==> src/verilog/super6502_config.svh <==
`ifndef SUPER6502_CONFIG_SVH
`define SUPER6502_CONFIG_SVH

// mapper window, decoded on the cpu address.
`define MAPPER_BASE 16'h0200
`define MAPPER_LAST 16'h021F

// peripherals, decoded on the full mapped address.
`define LEDS_ADDR   16'hEFFF
`define IRQ_BASE    16'hEFFC
`define TIMER_BASE  16'hEFF8
`define MULT_BASE   16'hEFF0

`define NUM_PAGES     16
`define RAM_ADDR_BITS 14

`endif

==> src/verilog/bus_pkg.sv <==
package bus_pkg;

    // cpu side.
    typedef logic [15:0] cpu_addr_t;
    typedef logic [7:0]  cpu_data_t;

    // physical page number from the mapper.
    typedef logic [12:0] page_t;

    // page number joined with the 12-bit page offset.
    typedef logic [24:0] mapped_addr_t;

endpackage

==> src/verilog/periph_pkg.sv <==
package periph_pkg;

    typedef logic [15:0] count_t;
    typedef logic [15:0] operand_t;
    typedef logic [31:0] product_t;
    typedef logic [7:0]  irq_vec_t;

    typedef enum logic {
        TMR_IDLE,
        TMR_RUN
    } timer_state_e;

endpackage

==> src/verilog/multiplier.sv <==
`timescale 1ns/1ns

module multiplier (
    input  logic               clk_cpu,
    input  logic               i_reset,
    input  logic               i_cs,
    input  logic               i_rwb,
    input  logic [2:0]         i_addr,
    input  bus_pkg::cpu_data_t i_data,
    output bus_pkg::cpu_data_t o_data
);

    periph_pkg::operand_t r_a;
    periph_pkg::operand_t r_b;
    periph_pkg::product_t w_product;

    always_ff @(posedge clk_cpu) begin
        if (i_reset) begin
            r_a <= '0;
            r_b <= '0;
        end else if (i_cs && !i_rwb) begin
            case (i_addr)
                3'd0:    r_a[7:0] <= i_data;
                3'd1:    r_a[15:8] <= i_data;
                3'd2:    r_b[7:0] <= i_data;
                3'd3:    r_b[15:8] <= i_data;
                // product bytes are read only.
                default: ;
            endcase
        end
    end

    assign w_product = r_a * r_b;

    always_comb begin
        case (i_addr)
            3'd0:    o_data = r_a[7:0];
            3'd1:    o_data = r_a[15:8];
            3'd2:    o_data = r_b[7:0];
            3'd3:    o_data = r_b[15:8];
            3'd4:    o_data = w_product[7:0];
            3'd5:    o_data = w_product[15:8];
            3'd6:    o_data = w_product[23:16];
            default: o_data = w_product[31:24];
        endcase
    end

endmodule

==> config.mk <==
export PLATFORM = sky130hd
export DESIGN_NAME = multiplier
export DESIGN_NICKNAME = d
export VERILOG_FILES = /design/src/verilog/super6502_config.svh /design/src/verilog/bus_pkg.sv /design/src/verilog/periph_pkg.sv /design/src/verilog/multiplier.sv
export SDC_FILE = /design/constraint.sdc
export NUM_CORES = 1
export LEC_CHECK = 0
export BUFFER_PORTS_ARGS = -buffer_cell sky130_fd_sc_hd__buf_4
export CAP_MARGIN = 10
export CORE_AREA = 2 2 150 152
export CTS_CLUSTER_DIAMETER = 80
export DETAILED_ROUTE_END_ITERATION = 12
export DIE_AREA = 0 0 152 154
export HOLD_SLACK_MARGIN = 0.15
export PLACE_DENSITY_LB_ADDON = 0.1
export SYNTH_ARGS = -nofsm -noshare
export SYNTH_HDL_FRONTEND = slang
export SYNTH_SLANG_ARGS = --single-unit
==> constraint.sdc <==
create_clock -name clk_cpu -period 21.1 [get_ports clk_cpu]
set_input_delay 3.165 -clock clk_cpu [delete_from_list [all_inputs] [get_ports clk_cpu]]
set_output_delay 3.165 -clock clk_cpu [all_outputs]
set_load 0.02 [all_outputs]
After elaboration in Yosys (flattened, before gate mapping)
Cells that the tools add are included.
{ "totals": {"out_inout_bits": 8, "wordCells": 19, "reg_bits": 32, "inputBits": 15} }
{ "op_classes": {"multipliers": 1, "reduce_logical": 7, "muxes": 1, "eq_ne": 6} }
{ "ops": {"columns": ["cell", "n"], "rows": [
  ["one-hot mux 8 bit (7 select lines)", 1],
  ["multiplier 16 x 16 -> 32 bit", 1],
  ["== test 3 bit (second input constant)", 3],
  ["AND reduction 2 bit", 4],
  ["== test 3 x 2 -> 1 bit (second input constant)", 2],
  ["== test 3 x 1 -> 1 bit (second input constant)", 1],
  ["logical NOT 3 bit", 1],
  ["logical AND 1 bit", 1],
  ["logical NOT 1 bit", 1]
]} }

Logic depth before layout (Yosys ltp)
{ "logic_depth": {"depth_word": 3, "depth_mapped": 24, "depth_no_buf": 21} }

Worst setup path before layout
No wires, ideal clock.
{ "synth_path": {"kind": "register to output", "start": "register r_b[7]", "end": "output o_data[6]", "path_stages_with_launch": 24, "slack_ns": 11.972, "arrival_time_ns": 5.963, "required_ns": 17.935, "n_path_buf": 2, "cell_sequence": "dfxtp_1 > clkbuf_1 > clkbuf_1 > nand2_1 > fa_1 > inv_1 > fa_1 > inv_1 > fa_1 > inv_1 > fa_1 > fa_1 > inv_1 > fa_1 > inv_1 > ha_1 > a21oi_1 > nor2_1 > a211oi_1 > o21ai_4 > a31oi_4 > o21ai_4 > xnor2_1 > o211ai_1"} }
{ "synth_via": {"elab_chain_len": 2} }
{ "synth_rtl": {"columns": ["element", "line_no", "text"], "rows": [
  ["start, declared", "multiplier.sv:14", "periph_pkg::operand_t r_b;"],
  ["start signal, assigned", "multiplier.sv:25", "3'd2: r_b[7:0] <= i_data;"],
  ["multiplier 16 x 16 -> 32 bit", "multiplier.sv:33", "assign w_product = r_a * r_b;"],
  ["one-hot mux 8 bit (7 select lines)", "multiplier.sv:36", "case (i_addr)"],
  ["end, declared", "multiplier.sv:10", "output bus_pkg::cpu_data_t o_data"]
]} }
No other way between the ends.

Final worst setup path
{ "layout_path": {"start": "register r_a[7]", "end": "output o_data[2]"} }
{ "layout_via": {"elab_chain_len": 2} }
{ "layout_rtl": {"columns": ["element", "line_no", "text"], "rows": [
  ["start, declared", "multiplier.sv:13", "periph_pkg::operand_t r_a;"],
  ["start signal, assigned", "multiplier.sv:23", "3'd0: r_a[7:0] <= i_data;"],
  ["multiplier 16 x 16 -> 32 bit", "multiplier.sv:33", null],
  ["one-hot mux 8 bit (7 select lines)", "multiplier.sv:36", null]
]} }
No other way between the ends.

==> results by group <==
STA
  – Slew Viols, Final: 0
  – Slew HR: 0.333
  – Final Hold Fails: 0
  – Final worst slack: 10830 ps
  – Final Critical Period: 10270 ps
  – Final period utilization: 0.487
  – Layout Skew: 0 ps
  – RSZ-0062 raised after global routing: no
  – FMAX: 97.3 MHz
  – Final number of setup-violating endpoints: 0
  – Setup TNS: 0 ps
  – Slew @ Worst Pin: 999 ps

Synth
  – Adder-Cell Fraction of Synth Area: 0.492
  – Mapped Nets: 1543
  – Syn Area/Cell: 8.56 um2
  – Async set-or-reset flop fraction in the synthesized netlist: 0
  – Mapped Area: 10500 um2
  – Simple-gate share of the synthesized area: 0.189
  – Synth cell types: 66
  – Synth Area in XOR/XNOR: 0.0141
  – Synth Area in Compound Gates: 0.0846
  – Synth warn: 0
  – Main synth FF type: dfxtp_1
  – Synth top area share: 0.369
  – Post-synthesis mux area share: 0.0437
  – Synth cell count leaders: inv_1 (235), fa_1 (194), nand2_1 (179)
  – Largest family of logic cells by synthesized area: adder cells
  – Top-count cell post-synth: inv_1
  – Sequential area share after synthesis: 0.0608
  – Synth top area cells: fa_1 (37%), ha_1 (12%), inv_1 (8.4%), and2_1 (6.8%), nand2_1 (6.4%)
  – Leading area contributor after synthesis: fa_1
  – Mapped Cells: 1230
  – Number of synthesized flops with an enable pin: 0
  – Register bit total from synthesis: 32

Critical path
  – Critical Path AT: 7110 ps
  – Crit path max fanout: 18
  – Critical path endpoint category: output pin
  – Req. time, crit path: 17940 ps
  – Worst Path Class, Setup: flop to output pin
  – Crit path launch type: flop

Placement
  – Detail Placement HPWL: 22.3 mm
  – GP Congestion: 0.905
  – Placed standard-cell area: 10700 um2
  – Post-Place Worst Slack: 11210 ps
  – Buffers on Ports: 22

Detailed routing
  – Final ANT Viol Nets: 0
  – Routed WL per cell: 19.4 um
  – Drt first pass iters: 5
  – DRC viols: 0
  – Vias/cell: 5.49
  – Routed via count: 8105
  – DRT iter0 DRCs: 444
  – Drt total wl: 28.7 mm

CTS
  – CTS buffer count: 5
  – Reg clk slew, reported paths: 50 ps
  – # clock sinks: 32
  – Root Driver: clkbuf_16
  – Clk_lat worst skew: 270 ps
  – Post_cts resized: 0
  – # H-tree levels: 2
  – Clk buf depth: 2
  – # Post-CTS Setup Buffers: 0
  – # hold bufs at CTS: 0
  – CTS tree: built

GRT
  – Grt total ovfl: 0
  – Largest net degree at the start of global routing: 33
  – Initial antenna violation count: 0
  – First-pass GRT wire length: 46.7 mm
  – Gr usage total: 0.252
  – Vias in the first global route: 8331

Final layout
  – Area Overhead vs Synth: 3.31%
  – Final non-filler cell area: 10900 um2
  – # fillers: 2123
  – Layout Utilization: 0.502
  – Share of cells above drive strength 1: 0.0451
  – N_diodes: 0
  – Nets@finish: 1509

Floorplanning
  – Die width: 152 um
  – Chip height: 154 um
  – IO Pins: 23
  – Core ar.: 21700 um2
  – Row count: 54
  – Die area: 23400 um2
  – Initial Util: 0.486

Power
  – Final Power: 155 uW
  – Power Density: 14.3 nW/um2
  – Peak VDD IR: 0.0000266 V
  – Leak: 0.00541 uW

Status
  – Status: complete, no violations

Min path
  – Worst hold path class: flop to flop

Job
  – Max cap viols: 0
==> power breakdown <==
part / total (uW) / internal [uW] / switching [uW]
combinational: 16.0 / 5.49 / 10.5
clock: 72.9 / 46.9 / 26.0
sequential: 66.4 / 61.3 / 5.10
total: 155 / 114 / 41.5
==> area by class of cell <==
class,instances,area [um2],area share
Multi-Input combinational cell,897,8670,0.797
Inverter,235,882,0.0811
Sequential cell,32,641,0.0589
Tap cell,280,350,0.0322
Timing Repair Buffer,25,188,0.0172
Clock buffer,7,143,0.0131
Clock inverter,1,7.51,0.000690
==> registers in the layout, summed over array words and instances, names as in the netlist <==
signal / cells
r_a: 16
r_b: 16
==> layout by cell type, fill, tap and decap left out, drive strengths merged, types with 3 or more instances in the layout <==
cell / instances
a211oi: 5
a21o: 7
a21oi: 45
a221oi: 3
a22oi: 3
a31oi: 3
and2: 116
and3: 8
buf: 25
clkbuf: 7
dfxtp: 32
fa: 194
ha: 104
inv: 235
mux2i: 37
mux4: 3
nand2: 179
nand2b: 4
nand3: 19
nand4: 5
nor2: 49
nor2b: 4
nor3: 13
nor3b: 4
o211ai: 8
o21a: 4
o21ai: 24
o22ai: 4
o41ai: 4
or2: 4
or3: 3
xnor2: 11
xor2: 6
==> worst paths after layout <==
| check | from | endpoint | slack, ps | cells after the start |
|---|---|---|---|---|
| min reg2reg | r_a[0] | r_a[0] | 750 | 3 |
| min | r_a[0] | r_a[0] | 750 | 3 |
| max | r_a[7] | o_data[2] | 10830 | 22 |
| max reg2reg | r_b[7] | r_b[7] | 19770 | 2 |
==> worst max-delay path, cell delays in order (launching register included) <==
cell and delay (ps):
dfxtp_1 960, nand2_1 190, fa_1 570, inv_1 50, fa_1 500, inv_1 60, fa_1 520, inv_1 60
fa_1 390, fa_1 520, inv_1 50, fa_1 510, inv_1 60, ha_1 410, a21oi_1 190, nor2_1 60
a211oi_1 540, o21ai_4 160, a31oi_4 310, o21ai_4 100, mux2i_1 150, a221o_1 300, buf_4 160
==> logic make-up (layout without fill, tap and decap cells) <==
group | count (synthesis) | after routing
compound gates | 127 | 127
xor+xnor | 17 | 17
fa+ha+maj | 298 | 298
buf+inv | 301 | 268
flops | 32 | 32
mux | 42 | 42
simple gates | 413 | 413
==> metrics by stage <==
stage | cells | hold WS, ps
2_1_floorplan | 1230 | 482
3_3_place_gp | 1469 | 746
3_5_place_dp | 1469 | 742
4_1_cts | 1477 | 748
5_1_grt | 1477 | 757
6_report | 1477 | 750
==> layer usage <==
| layer | share of wire | vias to the layer above | track usage | wire length (um) |
|---|---|---|---|---|
| met5 | 0 | - | 0 | 0 |
| met2 | 0.49 | 210 | 0.435 | 14000 |
| li1 | - | 3746 | - | - |
| met4 | 0.021 | 0 | 0.0525 | 602 |
| met1 | 0.44 | 4116 | 0.349 | 12500 |
| met3 | 0.054 | 33 | 0.0220 | 1540 |
Note: power is estimated with default switching activity, not from simulation.
