<file path="config.mk">
export PLATFORM = sky130hd
export DESIGN_NAME = mapper
export DESIGN_NICKNAME = d
export VERILOG_FILES = /design/src/verilog/bus_pkg.sv /design/src/verilog/mapper.sv
export VERILOG_INCLUDE_DIRS = /design/src /design/src/verilog
export SDC_FILE = /design/constraint.sdc
export NUM_CORES = 1
export LEC_CHECK = 0
export BUFFER_PORTS_ARGS = -buffer_cell sky130_fd_sc_hd__buf_4
export CORE_MARGIN = 4
export CORE_UTILIZATION = 60
export DETAILED_ROUTE_END_ITERATION = 12
export PLACE_DENSITY = 0.89
export SYNTH_ARGS = -nofsm -noshare
export SYNTH_HDL_FRONTEND = slang
export SYNTH_SLANG_ARGS = --single-unit
</file>
<file path="constraint.sdc">
create_clock -name clk_cpu -period 2.7 [get_ports clk_cpu]
set_clock_uncertainty 0.1 [all_clocks]
set_input_delay 0.27 -clock clk_cpu [delete_from_list [all_inputs] [get_ports clk_cpu]]
set_output_delay 0.27 -clock clk_cpu [all_outputs]
set_load 0.01 [all_outputs]
</file>
<file path="src/verilog/super6502_config.svh">
`ifndef SUPER6502_CONFIG_SVH
`define SUPER6502_CONFIG_SVH

// mapper window, decoded on the cpu address.
`define MAPPER_BASE 16'h0200
`define MAPPER_LAST 16'h021F

// peripherals, decoded on the full mapped address.
`define LEDS_ADDR   16'hEFFF
`define IRQ_BASE    16'hEFFC
`define TIMER_BASE  16'hEFF8
`define MULT_BASE   16'hEFF0

`define NUM_PAGES     16
`define RAM_ADDR_BITS 14

`endif

</file>
<file path="src/verilog/bus_pkg.sv">
package bus_pkg;

    // cpu side.
    typedef logic [15:0] cpu_addr_t;
    typedef logic [7:0]  cpu_data_t;

    // physical page number from the mapper.
    typedef logic [12:0] page_t;

    // page number joined with the 12-bit page offset.
    typedef logic [24:0] mapped_addr_t;

endpackage

</file>
<file path="src/verilog/mapper.sv">
`timescale 1ns/1ns
`include "super6502_config.svh"

module mapper (
    input  logic                  clk_cpu,
    input  logic                  i_reset,
    input  logic                  i_cs,
    input  logic                  i_we,
    input  logic [3:0]            i_addr,
    input  bus_pkg::cpu_data_t    i_data,
    output bus_pkg::cpu_data_t    o_data,
    input  bus_pkg::cpu_addr_t    i_cpu_addr,
    output bus_pkg::mapped_addr_t o_mapped_addr
);

    bus_pkg::page_t r_pages [`NUM_PAGES];
    bus_pkg::page_t w_sel_entry;
    logic           w_high_byte;

    // odd window bytes carry the upper page bits.
    assign w_high_byte = i_cpu_addr[0];
    assign w_sel_entry = r_pages[i_addr];

    always_ff @(posedge clk_cpu) begin
        if (i_reset) begin
            for (int i = 0; i < `NUM_PAGES; i++) begin
                r_pages[i] <= bus_pkg::page_t'(i);
            end
        end else if (i_cs && i_we) begin
            if (w_high_byte) begin
                r_pages[i_addr][12:8] <= i_data[4:0];
            end else begin
                r_pages[i_addr][7:0] <= i_data;
            end
        end
    end

    always_comb begin
        if (w_high_byte) begin
            o_data = {3'b000, w_sel_entry[12:8]};
        end else begin
            o_data = w_sel_entry[7:0];
        end
    end

    // top nibble picks the page entry.
    assign o_mapped_addr = {r_pages[i_cpu_addr[15:12]], i_cpu_addr[11:0]};

endmodule

</file>
Word level (Yosys, flattened, before mapping) --
Memories as Yosys holds them, arrays and structs flattened. Cells that the tools add are included.
Word-level totals: memories 1, bits of input ports 32, flip-flop bits (word level) 0, memory bits (writable) 208, output and inout bits 33, logic and storage cells 17
Cells by class: reduce and logical (&&, ||, !) cells 2, mux-type cells 14
Memories:
- r_pages | depth 16, width 13, rd ports 2, clocked after Yosys merged registers in 0, write ports 16, RTL line mapper.sv:16 | bus_pkg::page_t r_pages [`NUM_PAGES];
Operators with widths (number):
- $mux W13 | 1
- $reduce_or A13 Y1 | 1
- $mux W1 | 10
- $mux W8 | 1
- $mux W4 | 1
- $mux W2 | 1
- $logic_and A1 B1 Y1 | 1

Logic depth before layout (Yosys ltp) --
Gate-level depths: netlist of run 1.
word-level depth 6, gate-level depth with buffers 7, depth with buffers taken out 4

Worst setup path before layout of run 1 --
No wires, ideal clock.
path type in2out, start point input i_cpu_addr[13], end point output o_mapped_addr[12], required time 2.330 ns, arrival time 1.665 ns, buffers on the path 2, slack 0.665 ns, stages on the path 4, cells stage by stage clkbuf_1 clkbuf_1 mux4_2 mux4_2
Between the ends: longest elaborated chain between the ends 1
RTL lines:
- start: declaration | RTL line mapper.sv:12 | input bus_pkg::cpu_addr_t i_cpu_addr,
- $mem_v2 Z16 W13
- end: declaration | RTL line mapper.sv:13 | output bus_pkg::mapped_addr_t o_mapped_addr
Every way passes these cells.

==> results by group, run 1 <==
Clocking
  – H-tree depth: 1
  – Root Buffer: clkbuf_16
  – Post-CTS Hold Buffers: 0
  – Setup Fix Bufs, Post-CTS: 0
  – Clock transition at path regs: 0.06 ns
  – Num CTS Buffers: 21
  – Post-CTS resize count: 0
  – Clock Sinks: 208
  – CTS max path bufs: 3
  – CTS tree: done

Setup path
  – CP endpoint kind: primary output
  – Worst EP arrival: 2.19 ns
  – Slowest stage cell on the critical path: mux4_2
  – Max FO, Critical Path: 2
  – Buf/Inv on CP: 1
  – Top Family by Delay on Critical Path: multiplexers
  – CP Cell Sequence: mux4_2 > a22oi_1 > and4_1 > a31oi_1 > buf_4
  – Startpoint Class: flip-flop
  – Max stage delay on crit path: 0.51 ns
  – WS Path Type: reg -> out
  – CP Data Required Time: 2.33 ns

Drt
  – DRT iter0 DRCs: 1303
  – Routed wire length: 30100 um
  – Drt pass-1 iters: 6
  – Vias per Instance: 7.14
  – DRC Markers: 0
  – Vias post-DR: 7463
  – Drt wl/cell: 28.8 um
  – ANT nets after route: 0

Global route
  – Initial antenna violation count: 0
  – First-pass GRT wire length: 45600 um
  – Vias in the first global route: 7414
  – Grt ovf: 0
  – Pin count of the biggest net entering global routing: 36
  – Total GRT Usage: 28.2%

Synth
  – Main synth FF type: edfxtp_1
  – Ys async rst share: 0%
  – Unique masters post-synth: 29
  – Syn_nets: 805
  – Flops & latches, synth: 208
  – Synth Cell Area: 11400 um^2
  – Post-synth EDFFs: 208
  – Ys Warns: 0
  – Syn avg cell area: 14.8 um^2
  – Share of the yosys chip area belonging to registers: 54.7%
  – Syn Inst Count: 773

Floorplanning
  – Cell Rows: 50
  – Initial Utilization: 61.1%
  – Die Footprint: 21300 um^2
  – Top Ports: 65
  – Chip width: 146 um
  – Die Y: 146 um
  – Core ar.: 18700 um^2

Finish
  – Nets: 828
  – Fill cells: 1202
  – Largest regs: r_pages: 208 flops
  – Register area: 6250 um^2
  – Area grow syn2layout: 10.5%
  – Ratio of cells with drive above 1 in the final layout: 30.2%
  – Multi-input gate area: 4790 um^2
  – Largest register FFs: 208
  – Most frequent cells in the layout: edfxtp_1, and2_1, mux4_2
  – Biggest register: r_pages
  – Post-route cell area: 12600 um^2
  – Commonest non-fill, non-tap cell in the layout: edfxtp_1
  – N_diodes: 0

Timing
  – Final max-slew violation count: 0
  – Max Clk Rate: 391 MHz
  – Slew headroom: 58.3%
  – Fin crit share: 94.6%
  – RSZ-0062 raised after global routing: no
  – Worst hold slack: 0.110 ns
  – Worst slew pin tran: 0.620 ns
  – Post-layout worst setup margin: 0.144 ns
  – Setup tns final: 0 ns
  – Final Hold Vio Count: 0
  – Tmin final: 2.56 ns
  – Endpoints failing setup: 0

Placement
  – Port bufs: 42
  – HPWL after DPL: 21000 um
  – Placement Setup Slack: 0.293 ns
  – Post-DP Area: 11900 um^2
  – Routability cong.: 0.962

Pwr
  – Maximum VDD drop: 0.000363 V
  – Psw: 1.83 mW
  – Int Pwr: 5.87 mW
  – Sequential share of power: 49.9%
  – Static leakage: 4.41 nW
  – Comb pwr share: 12.1%
  – Switching share of power: 23.8%
  – Pwr dens: 611 nW/um^2
  – Clk network pwr share: 38.1%
  – Power, Total: 7.71 mW

Status
  – Status: complete, no violations

Run
  – Max cap viols: 0

Worst hold path
  – Path category of the worst min-delay check: in -> reg
final cells by class:
cell class | count | share of cell area [%]
Sequential cell | 208 | 49.5
Multi-Input combinational cell | 490 | 37.9
Timing Repair Buffer | 75 | 4.86
Clock buffer | 22 | 4.19
Tap cell | 234 | 2.32
Clock inverter | 16 | 1.21
logic make-up (layout without fill, tap and decap cells):
family	count (synthesis)	in the layout	synth area share, %
compound gates	29	29	1.68
buf+inv	75	113	3.44
simple gates	326	326	16.9
flops	208	208	54.7
mux	135	135	23.3
per-stage QoR:
| stage | instances | utilization, % |
|---|---|---|
| floorplan | 773 | - |
| global placement | 1007 | 63.8 |
| detailed placement | 1007 | 63.8 |
| CTS | 1045 | 67.5 |
| global route | 1045 | 67.5 |
| finish | 1045 | 67.5 |
cell usage after synthesis (10+ instances only):
library cell,count,share of area (%)
edfxtp_1,208,55
and2_1,177,9.7
mux4_2,105,21
clkbuf_1,38,1.2
or2_2,34,1.9
mux2i_1,30,2.6
nor2_1,28,0.92
or3_1,28,1.5
buf_4,23,1.5
nand2_1,17,0.56
a22oi_1,16,1.1
nand2b_1,10,0.55
per-layer routing:
layer	part of all wire [%]	wire, um	global-route usage (%)
met1	35	10500	39.9
met2	46	13700	43.1
met3	15	4410	7.32
met4	4.7	1420	10.2
met5	0	0	0
power groups by stage:
stage / combinational, mW / sequential [mW] / clock (mW)
6_report: 0.930 / 3.84 / 2.93
5_1_grt: 0.969 / 3.85 / 3.06
4_1_cts: 0.914 / 3.83 / 2.94
3_5_place_dp: 0.907 / 3.90 / 0
3_3_place_gp: 0.880 / 3.88 / 0
2_1_floorplan: 0.621 / 3.83 / 0
final timing paths:
| path | start | end | cells after the start |
|---|---|---|---|
| max | r_pages[15][11]$_SDFFCE_PN0P_ | o_data[3] | 5 |
| min | i_data[6] | r_pages[5][6]$_SDFFCE_PN0P_ | 2 |
(Power assumes the default switching activity.)
==> run 2, diff against run 1 <==
CORE_UTILIZATION = 33   (was 60)
PLACE_DENSITY = 0.58   (was 0.89)
RECOVER_POWER = 100   (was default)
==> results by group, run 2 (synthesis gave the netlist of run 1 again) <==
Status
  – Status: complete, no violations

Timing
  – Final Hold Vio Count: 0
  – Setup tns final: 0 ns
  – Max Clk Rate: 391 MHz
  – Final max-slew violation count: 0
  – Endpoints failing setup: 0
  – Tmin final: 2.56 ns
  – Worst slew pin tran: 0.766 ns
  – RSZ-0062 raised after global routing: no
  – Slew headroom: 48.9%
  – Fin crit share: 94.8%

Finish
  – Nets: 833
  – Fill cells: 3192
  – Commonest non-fill, non-tap cell in the layout: edfxtp_1
  – Area grow syn2layout: 13.1%
  – N_diodes: 0
  – Post-route cell area: 12900 um^2
  – Largest regs: r_pages: 208 flops
  – Post-layout util: 38.2%
  – Layout Cells excl Fill: 1266
  – Most frequent cells in the layout: edfxtp_1, mux4_2, and2_0
  – Largest register FFs: 208
  – Ratio of cells with drive above 1 in the final layout: 23.7%
  – Biggest register: r_pages

Run
  – Max cap viols: 0

Setup path
  – Max stage delay on crit path: 0.49 ns
  – Max FO, Critical Path: 2
  – CP endpoint kind: primary output
  – Startpoint Class: flip-flop
  – CP Data Required Time: 2.33 ns
  – WS Path Type: reg -> out
  – Worst EP arrival: 2.19 ns
  – Crit path from: r_pages[15][8]$_SDFFCE_PN0P_
  – Slowest stage cell on the critical path: mux4_2
  – CP Cell Sequence: mux4_2 > a22oi_1 > nand4_1 > clkbuf_1
  – Critical path capture point: o_data[0]

Clocking
  – Num CTS Buffers: 23
  – H-tree depth: 1
  – Clock transition at path regs: 0.06 ns
  – Root Buffer: clkbuf_16
  – CTS tree: done
  – Post-CTS resize count: 0
  – CTS max path bufs: 3
  – Clock Sinks: 208
  – Setup Fix Bufs, Post-CTS: 0
  – Post-CTS Hold Buffers: 0

Floorplanning
  – Chip width: 194 um
  – Core ar.: 33900 um^2
  – Die Footprint: 37700 um^2
  – Top Ports: 65
  – Die Y: 194 um
  – Initial Utilization: 33.7%
  – Cell Rows: 67

Drt
  – Routed wire length: 31200 um
  – DRT iter0 DRCs: 671
  – ANT nets after route: 0
  – DRC Markers: 0
  – Vias per Instance: 5.44
  – Drt wl/cell: 24.7 um
  – Drt pass-1 iters: 5
  – Vias post-DR: 6882

Placement
  – Routability cong.: 0.805
  – Post-DP Area: 12200 um^2
  – HPWL after DPL: 22000 um
  – Inst Count DP: 1224
  – Port bufs: 42

Worst hold path
  – Path category of the worst min-delay check: in -> reg

Global route
  – Vias in the first global route: 6991
  – First-pass GRT wire length: 46900 um
  – Grt ovf: 0
  – Total GRT Usage: 16.3%
  – Initial antenna violation count: 1
  – Pin count of the biggest net entering global routing: 53

Pwr
  – Static leakage: 4.20 nW
  – Maximum VDD drop: 0.000388 V
  – Power, Total: 8.31 mW
  – Pwr dens: 643 nW/um^2
[run 2: cell count changes in the layout (fill, tap and decap cells not counted), moves of 4 or more]
cell | before | now
and2_0 | 0 | 105
and2_1 | 177 | 72
clkbuf_1 | 1 | 44
buf_4 | 71 | 29
or2_0 | 0 | 18
or2_2 | 34 | 16
bufinv_16 | 3 | 7
clkinv_1 | 7 | 3
[run 2: worst min-delay path by stage]
stage | startpoint | end | slack, ns | cells after the start
after CTS | i_data[7] | r_pages[13][7]$_SDFFCE_PN0P_ | 0.09 | 2
after global routing | i_data[5] | r_pages[15][5]$_SDFFCE_PN0P_ | 0.12 | 2
after detailed placement | i_cpu_addr[3] | o_mapped_addr[3] | 0.44 | 0
final | i_data[7] | r_pages[13][7]$_SDFFCE_PN0P_ | 0.10 | 2
after floorplan | i_data[3] | r_pages[11][3]$_SDFFCE_PN1P_ | 0.35 | 1
after global placement | i_cpu_addr[3] | o_mapped_addr[3] | 0.44 | 0
[run 2: critical path, delay by kind of cell, from the launching register on]
family / cells / cell delay [ns]
compound gates: 1 / 0.31
buf+inv: 1 / 0.19
flops: 1 / 0.42
mux: 1 / 0.49
simple gates: 1 / 0.26
[run 2: metal layers]
layer / routed length [um] / global-route usage (%)
met5: 13 / 0
met4: 867 / 4.38
met3: 2200 / 2.80
met2: 14400 / 25.5
met1: 13700 / 23.7
[run 2: cell type report]
class / instances / area, um^2 / area share, %
clock buffer: 23 / 576 / 4.45
multi-input combinational: 490 / 4790 / 37.0
sequential: 208 / 6250 / 48.3
timing repair buffer: 78 / 468 / 3.62
tap: 448 / 561 / 4.34
clock inverter: 19 / 287 / 2.22
[run 2: metrics by stage]
step                setup WS, ns  hold WS (ns)
floorplan                  0.665         0.350
global placement           0.238         0.440
detailed placement         0.269         0.440
CTS                        0.101        0.0925
global route               0.112         0.117
finish                     0.141         0.104
[run 2: where the power goes]
part | switching, mW | internal, mW | leakage, nW | total [mW]
logic | 0.485 | 0.396 | 1.79 | 0.881
clock network | 1.36 | 2.24 | 0.416 | 3.60
registers | 0.114 | 3.72 | 1.99 | 3.84
total | 1.96 | 6.36 | 4.20 | 8.31
