==> src/verilog/super6502_config.svh <==
`ifndef SUPER6502_CONFIG_SVH
`define SUPER6502_CONFIG_SVH

// mapper window, decoded on the cpu address.
`define MAPPER_BASE 16'h0200
`define MAPPER_LAST 16'h021F

// peripherals, decoded on the full mapped address.
`define LEDS_ADDR   16'hEFFF
`define IRQ_BASE    16'hEFFC
`define TIMER_BASE  16'hEFF8
`define MULT_BASE   16'hEFF0

`define NUM_PAGES     16
`define RAM_ADDR_BITS 14

`endif

==> src/verilog/bus_pkg.sv <==
package bus_pkg;

    // cpu side.
    typedef logic [15:0] cpu_addr_t;
    typedef logic [7:0]  cpu_data_t;

    // physical page number from the mapper.
    typedef logic [12:0] page_t;

    // page number joined with the 12-bit page offset.
    typedef logic [24:0] mapped_addr_t;

endpackage

==> src/verilog/periph_pkg.sv <==
package periph_pkg;

    typedef logic [15:0] count_t;
    typedef logic [15:0] operand_t;
    typedef logic [31:0] product_t;
    typedef logic [7:0]  irq_vec_t;

    typedef enum logic {
        TMR_IDLE,
        TMR_RUN
    } timer_state_e;

endpackage

==> src/verilog/timer.sv <==
`timescale 1ns/1ns

module timer (
    input  logic               clk_cpu,
    input  logic               i_reset,
    input  logic               i_cs,
    input  logic               i_rwb,
    input  logic [1:0]         i_addr,
    input  bus_pkg::cpu_data_t i_data,
    output bus_pkg::cpu_data_t o_data,
    output logic               o_irq
);

    periph_pkg::count_t       r_reload;
    periph_pkg::count_t       r_count;
    periph_pkg::timer_state_e r_state;
    logic                     r_irq_en;
    logic                     r_expired;
    logic                     w_write;
    logic                     w_running;
    logic                     w_wrap;

    assign w_write   = i_cs && !i_rwb;
    assign w_running = (r_state == periph_pkg::TMR_RUN);
    assign w_wrap    = w_running && (r_count == '0);

    always_ff @(posedge clk_cpu) begin
        if (i_reset) begin
            r_reload  <= '0;
            r_count   <= '0;
            r_state   <= periph_pkg::TMR_IDLE;
            r_irq_en  <= 1'b0;
            r_expired <= 1'b0;
        end else begin
            if (w_wrap) begin
                r_count <= r_reload;
            end else if (w_running) begin
                r_count <= r_count - 1'b1;
            end
            if (w_write) begin
                case (i_addr)
                    2'd0: r_reload[7:0] <= i_data;
                    2'd1: r_reload[15:8] <= i_data;
                    2'd2: begin
                        r_irq_en <= i_data[1];
                        if (i_data[0]) begin
                            r_count <= r_reload;
                            r_state <= periph_pkg::TMR_RUN;
                        end else begin
                            r_state <= periph_pkg::TMR_IDLE;
                        end
                    end
                    default: begin
                        if (i_data[0]) begin
                            r_expired <= 1'b0;
                        end
                    end
                endcase
            end
            // a new expiry beats a clear in the same cycle.
            if (w_wrap) begin
                r_expired <= 1'b1;
            end
        end
    end

    always_comb begin
        case (i_addr)
            2'd0:    o_data = r_count[7:0];
            2'd1:    o_data = r_count[15:8];
            2'd2:    o_data = {6'b0, r_irq_en, w_running};
            default: o_data = {7'b0, r_expired};
        endcase
    end

    assign o_irq = r_expired & r_irq_en;

endmodule

==> config.mk <==
export PLATFORM = sky130hd
export DESIGN_NAME = timer
export DESIGN_NICKNAME = d
export VERILOG_FILES = /design/src/verilog/super6502_config.svh /design/src/verilog/bus_pkg.sv /design/src/verilog/periph_pkg.sv /design/src/verilog/timer.sv
export SDC_FILE = /design/constraint.sdc
export NUM_CORES = 1
export LEC_CHECK = 0
export ABC_AREA = 1
export BUFFER_PORTS_ARGS = -buffer_cell sky130_fd_sc_hd__buf_4
export CAP_MARGIN = 30
export CORE_UTILIZATION = 49
export DETAILED_ROUTE_END_ITERATION = 7
export GPL_TIMING_DRIVEN = 0
export PLACE_DENSITY_LB_ADDON = 0.12
export SLEW_MARGIN = 20
export SYNTH_ARGS = -nofsm -noshare
export SYNTH_HDL_FRONTEND = slang
export SYNTH_SLANG_ARGS = --single-unit
==> constraint.sdc <==
create_clock -name clk_cpu -period 4.7 [get_ports clk_cpu]
set_clock_uncertainty 0.05 [all_clocks]
set_input_delay 0 -clock clk_cpu [delete_from_list [all_inputs] [get_ports clk_cpu]]
set_output_delay 0 -clock clk_cpu [all_outputs]
set_load 0.01 [all_outputs]
== Yosys cells after proc, flatten, opt, wreduce, memory -nomap -nowiden ==
Index checks and enable logic that the tools add are counted.
Storage, ports and cells
  logic and storage cells: 34
  input bits: 14
  bits in registers: 35
Operators by class
  muxes and demuxes: 11
  add/subtract/negate cells: 1
  reductions and logical operators: 12
  equality and inequality tests: 3
  bitwise logic cells: 1
Operators with widths (number)
  $mux W16: 5
  $pmux W8 S3: 1
  $logic_not A16 Y1: 1
  $sub A16 B1 Y16 const B: 1
  $reduce_and A2 Y1: 3
  $mux W1: 5
  $reduce_bool A2 Y1: 2
  $reduce_and A3 Y1: 1
  $reduce_or A3 Y1: 1
  $eq A2 B1 Y1 const B: 1
  $eq A2 B2 Y1 const B: 1
  $logic_and A1 B1 Y1: 2
  $logic_not A2 Y1: 1
  $ne A2 B1 Y1 const B: 1
  $and A1 B1 Y1: 1
  $logic_not A1 Y1: 1

== Depth between registers and ports, before layout ==
Gate-level depths: netlist of the first run.
  word-level depth: 6
  gate-level depth with buffers: 11
  gate-level depth less buffers: 11

== Least setup slack after synthesis of the first run ==
No wires, ideal clock.
  kind: register to register
  start: register r_count[0]
  end: register r_count[12]
  arrival time: 1313 ps
  data required time: 4541 ps
  clock period less this slack: 1472 ps
  setup time: 109 ps
  path slack: 3228 ps
  cell stages (with the launch flop): 12
  path through: dfxtp_1 > inv_1 > ha_1 > nand3_1 > nor2_4 > nand2_4 > nand2_8 > inv_2 > buf_6 > nand3_2 > nand2_1 > inv_1
Between the ends
  longest elaborated chain between the ends: 6
RTL lines
  start, declared: RTL line timer.sv:15  | periph_pkg::count_t r_count;
  start signal, assigned: RTL line timer.sv:36  | r_count <= r_reload;
  start signal, assigned: RTL line timer.sv:38  | r_count <= r_count - 1'b1;
  start signal, assigned: RTL line timer.sv:47  | r_count <= r_reload;
  $sub A16 B1 Y16 or $logic_not A16 Y1 (tied branches): RTL line timer.sv:38, timer.sv:25
  $mux W16 or $logic_and A1 B1 Y1 (tied branches): RTL line timer.sv:37, timer.sv:25
  $mux W16 (*): RTL line timer.sv:35  | if (w_wrap) begin
  $mux W16: RTL line timer.sv:46  | if (i_data[0]) begin
  $mux W16: RTL line timer.sv:41  | case (i_addr)
  $mux W16 (*): RTL line timer.sv:40  | if (w_write) begin
Mark *: on every way between the ends. The rest lies on a longest branch, timed or not.
A chain may end at the register's enable or synchronous reset.

== Worst setup path in the final report of the first run ==
Ends and elaborated chain as after synthesis.

==> summary.txt, run 1 <==
Run status
  – Status: complete, no violations

Global routing
  – Initial antenna violation count: 0
  – First-pass GRT wire length: 7.73 mm
  – Vias in the first global route: 1627
  – GR Util All Layers: 25.3%
  – Global route total overflow: 0
  – Pin count of the biggest net entering global routing: 13

Timing
  – Worst-margin pin slew: 0.428 ns
  – Final worst path period share: 36.4%
  – Final hold vios: 0
  – Crit path time final: 1.71 ns
  – Total negative slack: 0 ns
  – Final count of pins violating max slew: 0
  – Max Fclk: 585 MHz
  – PnR worst setup slack: 2.99 ns
  – Slew HR: 71.5%
  – Unrepaired setup endpoints after global routing: false
  – Final setup vio count: 0

Flow run
  – Max_cap viols: 0

Synthesis
  – Synth Area in Adders: 1.31%
  – Synth top area share: 36.6%
  – Leading area contributor after synthesis: dfxtp_1
  – Largest family of logic cells by synthesized area: simple AND/OR/NAND/NOR gates
  – Main synth FF type: dfxtp_1
  – Post-Synth Simple-Gate Area: 32.2%
  – Mux share of post-synthesis cell area: 0%
  – #FFs+latches synth: 35
  – Cell count after synthesis: 273
  – Post-synth cell types: 27
  – Synth Area per Inst: 7.01 um2
  – Count of flip-flops with a built-in enable after synthesis: 0
  – Synth Area in Compound Gates: 15.9%
  – Ranking of synthesized cells by area: dfxtp_1 37%, nor2_1 8.6%, nand2_1 7.3%
  – Net count after synthesis: 289
  – Synth warnings: 0
  – Xor/xnor share of the synthesized area: 3.66%
  – Async SR Flop Fraction: 0%
  – Post-synthesis sequential area ratio: 36.6%
  – Synthesized cell area: 1910 um2

Detailed routing
  – Vias per inst: 4.92
  – Drt drc: 0
  – WL per Instance: 13.1 um
  – Final ANT Viol Nets: 0
  – Drt initial violations: 107
  – Routed WL: 4.73 mm
  – Drt first pass iters: 4
  – Detailed-route via count: 1770

CTS
  – Clock Path Buffers: 2
  – Sink Count: 35
  – CTS resizes: 0
  – CTS tree: built
  – Cts bufs inserted: 5
  – Reg clk slew, reported paths: 0.08 ns
  – Clock latency on the worst-skew pair: 0.30 ns
  – H-tree depth: 2
  – Root buffer selected by CTS: clkbuf_8

Floorplan
  – DIE HEIGHT: 64.5 um
  – Full die area: 4160 um2
  – Die X: 64.5 um
  – Core Area: 3720 um2
  – Cell Rows: 22
  – Starting Density: 51.5%
  – IO Pins: 23

Setup path
  – R2R Path End: r_count[12]
  – Critical path origin: r_count[0]
  – Reg2Reg Depth: 11
  – Crit Path Max Fanout: 10
  – CP endpoint: r_count[12]
  – R2R Setup Slk: 2.99 ns
  – WS Path Type: flop to flop
  – CP Capture Type: flop
  – Crit path DAT: 1.87 ns
  – Worst Setup Start Kind: flop
  – Critical Path RT: 4.85 ns
  – Worst r2r src: r_count[0]

Finish
  – Commonest non-fill, non-tap cell in the layout: nor2_1
  – Final Util: 62.6%
  – P&R area growth vs syn: 21.6%
  – ANT cells: 0
  – Share of cells above drive strength 1: 21.5%
  – Final nets: 327
  – Most frequent cells in the layout: 44 x nor2_1, 37 x nand2_1, 35 x dfxtp_1, 32 x inv_1, 22 x buf_4

Placed design
  – Place WS: 3.00 ns
  – GP Congestion: 0.834
  – IO buf count: 22
  – DP HPWL: 3.45 mm

Power and ir drop
  – Power Dens Cells: 294 nW/um2
  – Pleak: 1.03 nW
  – Worst VDD drop: 215 uV

Worst hold path
  – Hold Crit Class: input pin to flop
worst min-delay path by stage:
| stage | slack (ns) | cells after the start | startpoint | endpoint |
|---|---|---|---|---|
| global placement | 0.15 | 2 | i_reset | r_expired |
| floorplan | 0.02 | 1 | i_reset | r_expired |
| detailed placement | 0.15 | 2 | i_reset | r_state |
| CTS | 0.06 | 4 | i_addr[0] | r_expired |
| global route | 0.12 | 4 | i_addr[0] | r_expired |
| finish | 0.07 | 4 | i_addr[0] | r_expired |
flip-flops by register name (all words and copies together) (netlist names):
| name | flops |
|---|---|
| r_count | 16 |
| r_reload | 16 |
| r_expired | 1 |
| r_irq_en | 1 |
| r_state | 1 |
through the flow:
stage	cells	hold slack, ns	power [mW]	cell area [um2]
finish	360	0.0741	0.683	2330
detailed placement	343	0.154	0.440	2140
CTS	360	0.0605	0.686	2330
floorplan	273	0.0191	0.405	1910
global route	360	0.120	0.712	2330
global placement	343	0.151	0.439	2140
synth_stat cells (2+ instances only):
cell	count
nand3_1	15
ha_1	2
clkbuf_1	3
nor2_2	5
nand2_4	2
inv_2	10
o21ai_0	19
inv_1	32
dfxtp_1	35
o21ai_1	9
buf_6	2
nand2_2	5
nand4_1	2
o22ai_1	6
xor2_1	8
nand3_2	3
nand2_1	37
nor2_4	7
nor2_1	44
a21oi_1	20
critical path, stage by stage (launching register included):
cell	delay, ns
dfxtp_1	0.45
inv_1	0.10
ha_1	0.23
nand3_1	0.13
nor2_4	0.06
nand2_4	0.12
nand2_8	0.08
inv_2	0.08
buf_6	0.15
nand3_2	0.08
nand2_1	0.06
inv_1	0.03
power breakdown:
group | switching, mW | internal [mW]
sequential | 0.0111 | 0.310
combinational | 0.0732 | 0.0465
clock | 0.123 | 0.120
repair_timing:
item | in CTS | in global routing
buffers inserted | 0 | 0
endpoints found under the hold margin | 20 | 0
hold buffers | 9 | 0
metal layers:
metal  share of wire [%]  track usage (%)
met4                 2.1             10.6
met1                  51             33.4
met3                 4.0             6.16
met2                  43             39.1
met5                   0                0
kinds of logic (layout without fill, tap and decap cells):
family / Yosys count / after routing
AOI/OAI and AO/OA: 57 / 57
xor gates and xnor gates: 8 / 8
DFF: 35 / 35
adders and majority gates: 2 / 2
buffers and inverters: 48 / 87
and+or+nand+nor: 123 / 123
layout make-up:
| class | instances | area [um2] |
|---|---|---|
| plain buffers | 6 | 38.8 |
| clock buffers | 6 | 82.6 |
| clock inverters | 2 | 16.3 |
| fillers | 356 | 1390 |
| inverters | 42 | 158 |
| multi-input cells | 190 | 1020 |
| flip-flops and latches | 35 | 701 |
| well taps | 48 | 60.1 |
| repair buffers | 31 | 255 |
(Power assumes the default switching activity.)
==> inputs of run 2 (changes only) <==
clock period = 1.5 ns   (was 4.7 ns; I/O delays follow)
==> run 2 against run 1 <==
  * Register-to-register slack got worse by 3.0 ns
  * Power rose to 3.3 times the previous value
  * Sequential share of layout area fell by 2.3 points
  * Sequential cell count did not move
  * Critical path type unchanged
  * Global-route usage rose by 0.60 points
  * Worst hold slack got worse by 0.0082 ns
==> summary.txt, run 2 (synthesis gave the netlist of run 1 again) <==
Timing
  – Final setup vio count: 0
  – Fin Hold WS: 0.0659 ns
  – Total negative slack: 0 ns
  – Crit path time final: 1.48 ns
  – Worst-margin pin slew: 0.498 ns
  – PnR worst setup slack: 0.0204 ns
  – Slew HR: 66.8%
  – Final count of pins violating max slew: 0
  – Max Fclk: 676 MHz
  – Final worst path period share: 98.6%
  – Unrepaired setup endpoints after global routing: true
  – Final hold vios: 0

Finish
  – Final Util: 68.8%
  – P&R area growth vs syn: 33.7%
  – Final nets: 339
  – Share of cells above drive strength 1: 29.3%
  – Most frequent cells in the layout: 42 x nor2_1, 36 x nand2_1, 33 x buf_4, 30 x inv_1, 30 x dfxtp_1
  – ANT cells: 0
  – Commonest non-fill, non-tap cell in the layout: nor2_1
  – Largest regs: r_count: 16 flops, r_reload: 16 flops

Global routing
  – Vias in the first global route: 1651
  – Global route total overflow: 0
  – Pin count of the biggest net entering global routing: 13
  – Initial antenna violation count: 0
  – First-pass GRT wire length: 7.93 mm
  – GR Util All Layers: 25.9%

Placed design
  – Place WS: -0.199 ns
  – IO buf count: 22
  – GP Congestion: 0.834
  – DP HPWL: 3.45 mm

Flow run
  – Max_cap viols: 0

Power and ir drop
  – Worst VDD drop: 683 uV
  – Pleak: 1.13 nW
  – Power Dens Cells: 880 nW/um2
  – Tot Pwr: 2.25 mW

Setup path
  – Worst r2r src: r_count[0]
  – Critical Path RT: 1.65 ns
  – WS Path Type: flop to flop
  – CP Buf/Inv Count: 3
  – R2R Path End: r_count[8]
  – Critical Path, Cell by Cell: inv_4 > ha_4 > nand3_4 > nor2_4 > nand2_4 > nand2_8 > inv_6 > buf_8 > o21ai_4 > nor2_1
  – CP Depth: 10
  – Critical path origin: r_count[0]
  – Crit-path max cell delay: 0.36 ns
  – Reg2Reg Depth: 10
  – Crit path DAT: 1.63 ns
  – R2R Setup Slk: 0.02 ns
  – Crit Path Max Fanout: 5
  – CP Capture Type: flop
  – Delay-heaviest family, CP: simple AND/OR/NAND/NOR gates
  – Critical path's slowest cell: dfxtp_4
  – Worst Setup Start Kind: flop

Detailed routing
  – Final ANT Viol Nets: 0
  – Vias per inst: 5.01
  – Detailed-route via count: 1865
  – Drt initial violations: 105
  – WL per Instance: 14.1 um
  – Drt first pass iters: 5
  – Drt drc: 0
  – Routed WL: 5.23 mm

CTS
  – CTS tree: built
  – H-tree depth: 2
  – Sink Count: 35
  – Reg clk slew, reported paths: 0.08 ns
  – Clock latency on the worst-skew pair: 0.30 ns
  – Cts bufs inserted: 5
  – Clock Path Buffers: 2
  – Root buffer selected by CTS: clkbuf_8

Floorplan
  – Starting Density: 51.5%
  – Full die area: 4160 um2
  – Die X: 64.5 um
  – DIE HEIGHT: 64.5 um
  – IO Pins: 23
  – Cell Rows: 22
  – Core Area: 3720 um2

Run status
  – Status: complete, no violations

Worst hold path
  – HP Start: i_addr[0]
  – Hold Crit Depth: 4
  – Worst Hold Path EP: r_expired
  – Hold Crit Class: input pin to flop
[run 2: worst min-delay path, cell delays in order]
cell and delay, ns:
buf_4 0.10, nand3_1 0.07, o21ai_0 0.14, a21oi_1 0.06
[run 2: power breakdown]
group | switching, mW | internal, mW
registers | 0.0399 | 0.970
clock network | 0.395 | 0.375
logic | 0.264 | 0.207
total | 0.698 | 1.55
[run 2: metal layers]
layer	routed length, um	part of all wire [%]	track usage (%)
met3	244	4.7	6.16
met5	0	0	0
met4	129	2.5	9.17
met1	2480	47	34.1
met2	2380	45	41.1
[run 2: worst max-delay path by stage]
stage | end
finish | r_count[8]
global route | r_count[13]
CTS | r_count[8]
detailed placement | r_count[12]
global placement | r_count[12]
floorplan | r_count[12]
[run 2: cell type report]
type                       count  area (um2)
sequential                    35         712
timing repair buffer          43         363
clock inverter                 2        16.3
buffer                         6        42.5
multi-input combinational    190        1110
clock buffer                   6        82.6
tap                           48        60.1
inverter                      42         170
fill                         324        1160
[run 2: through the flow]
stage                     instances  area (um2)
after CTS                       365        2390
after global routing            372        2560
after detailed placement        343        2140
after global placement          343        2140
final                           372        2560
after floorplan                 273        1910
[run 2: what timing repair did]
item	in CTS	in global routing
endpoints found under the setup margin	14	15
gates cloned	0	1
pin swaps	4	13
hold buffers	9	0
buffers inserted	5	6
hold endpoints to repair	20	0
resized for setup	8	25
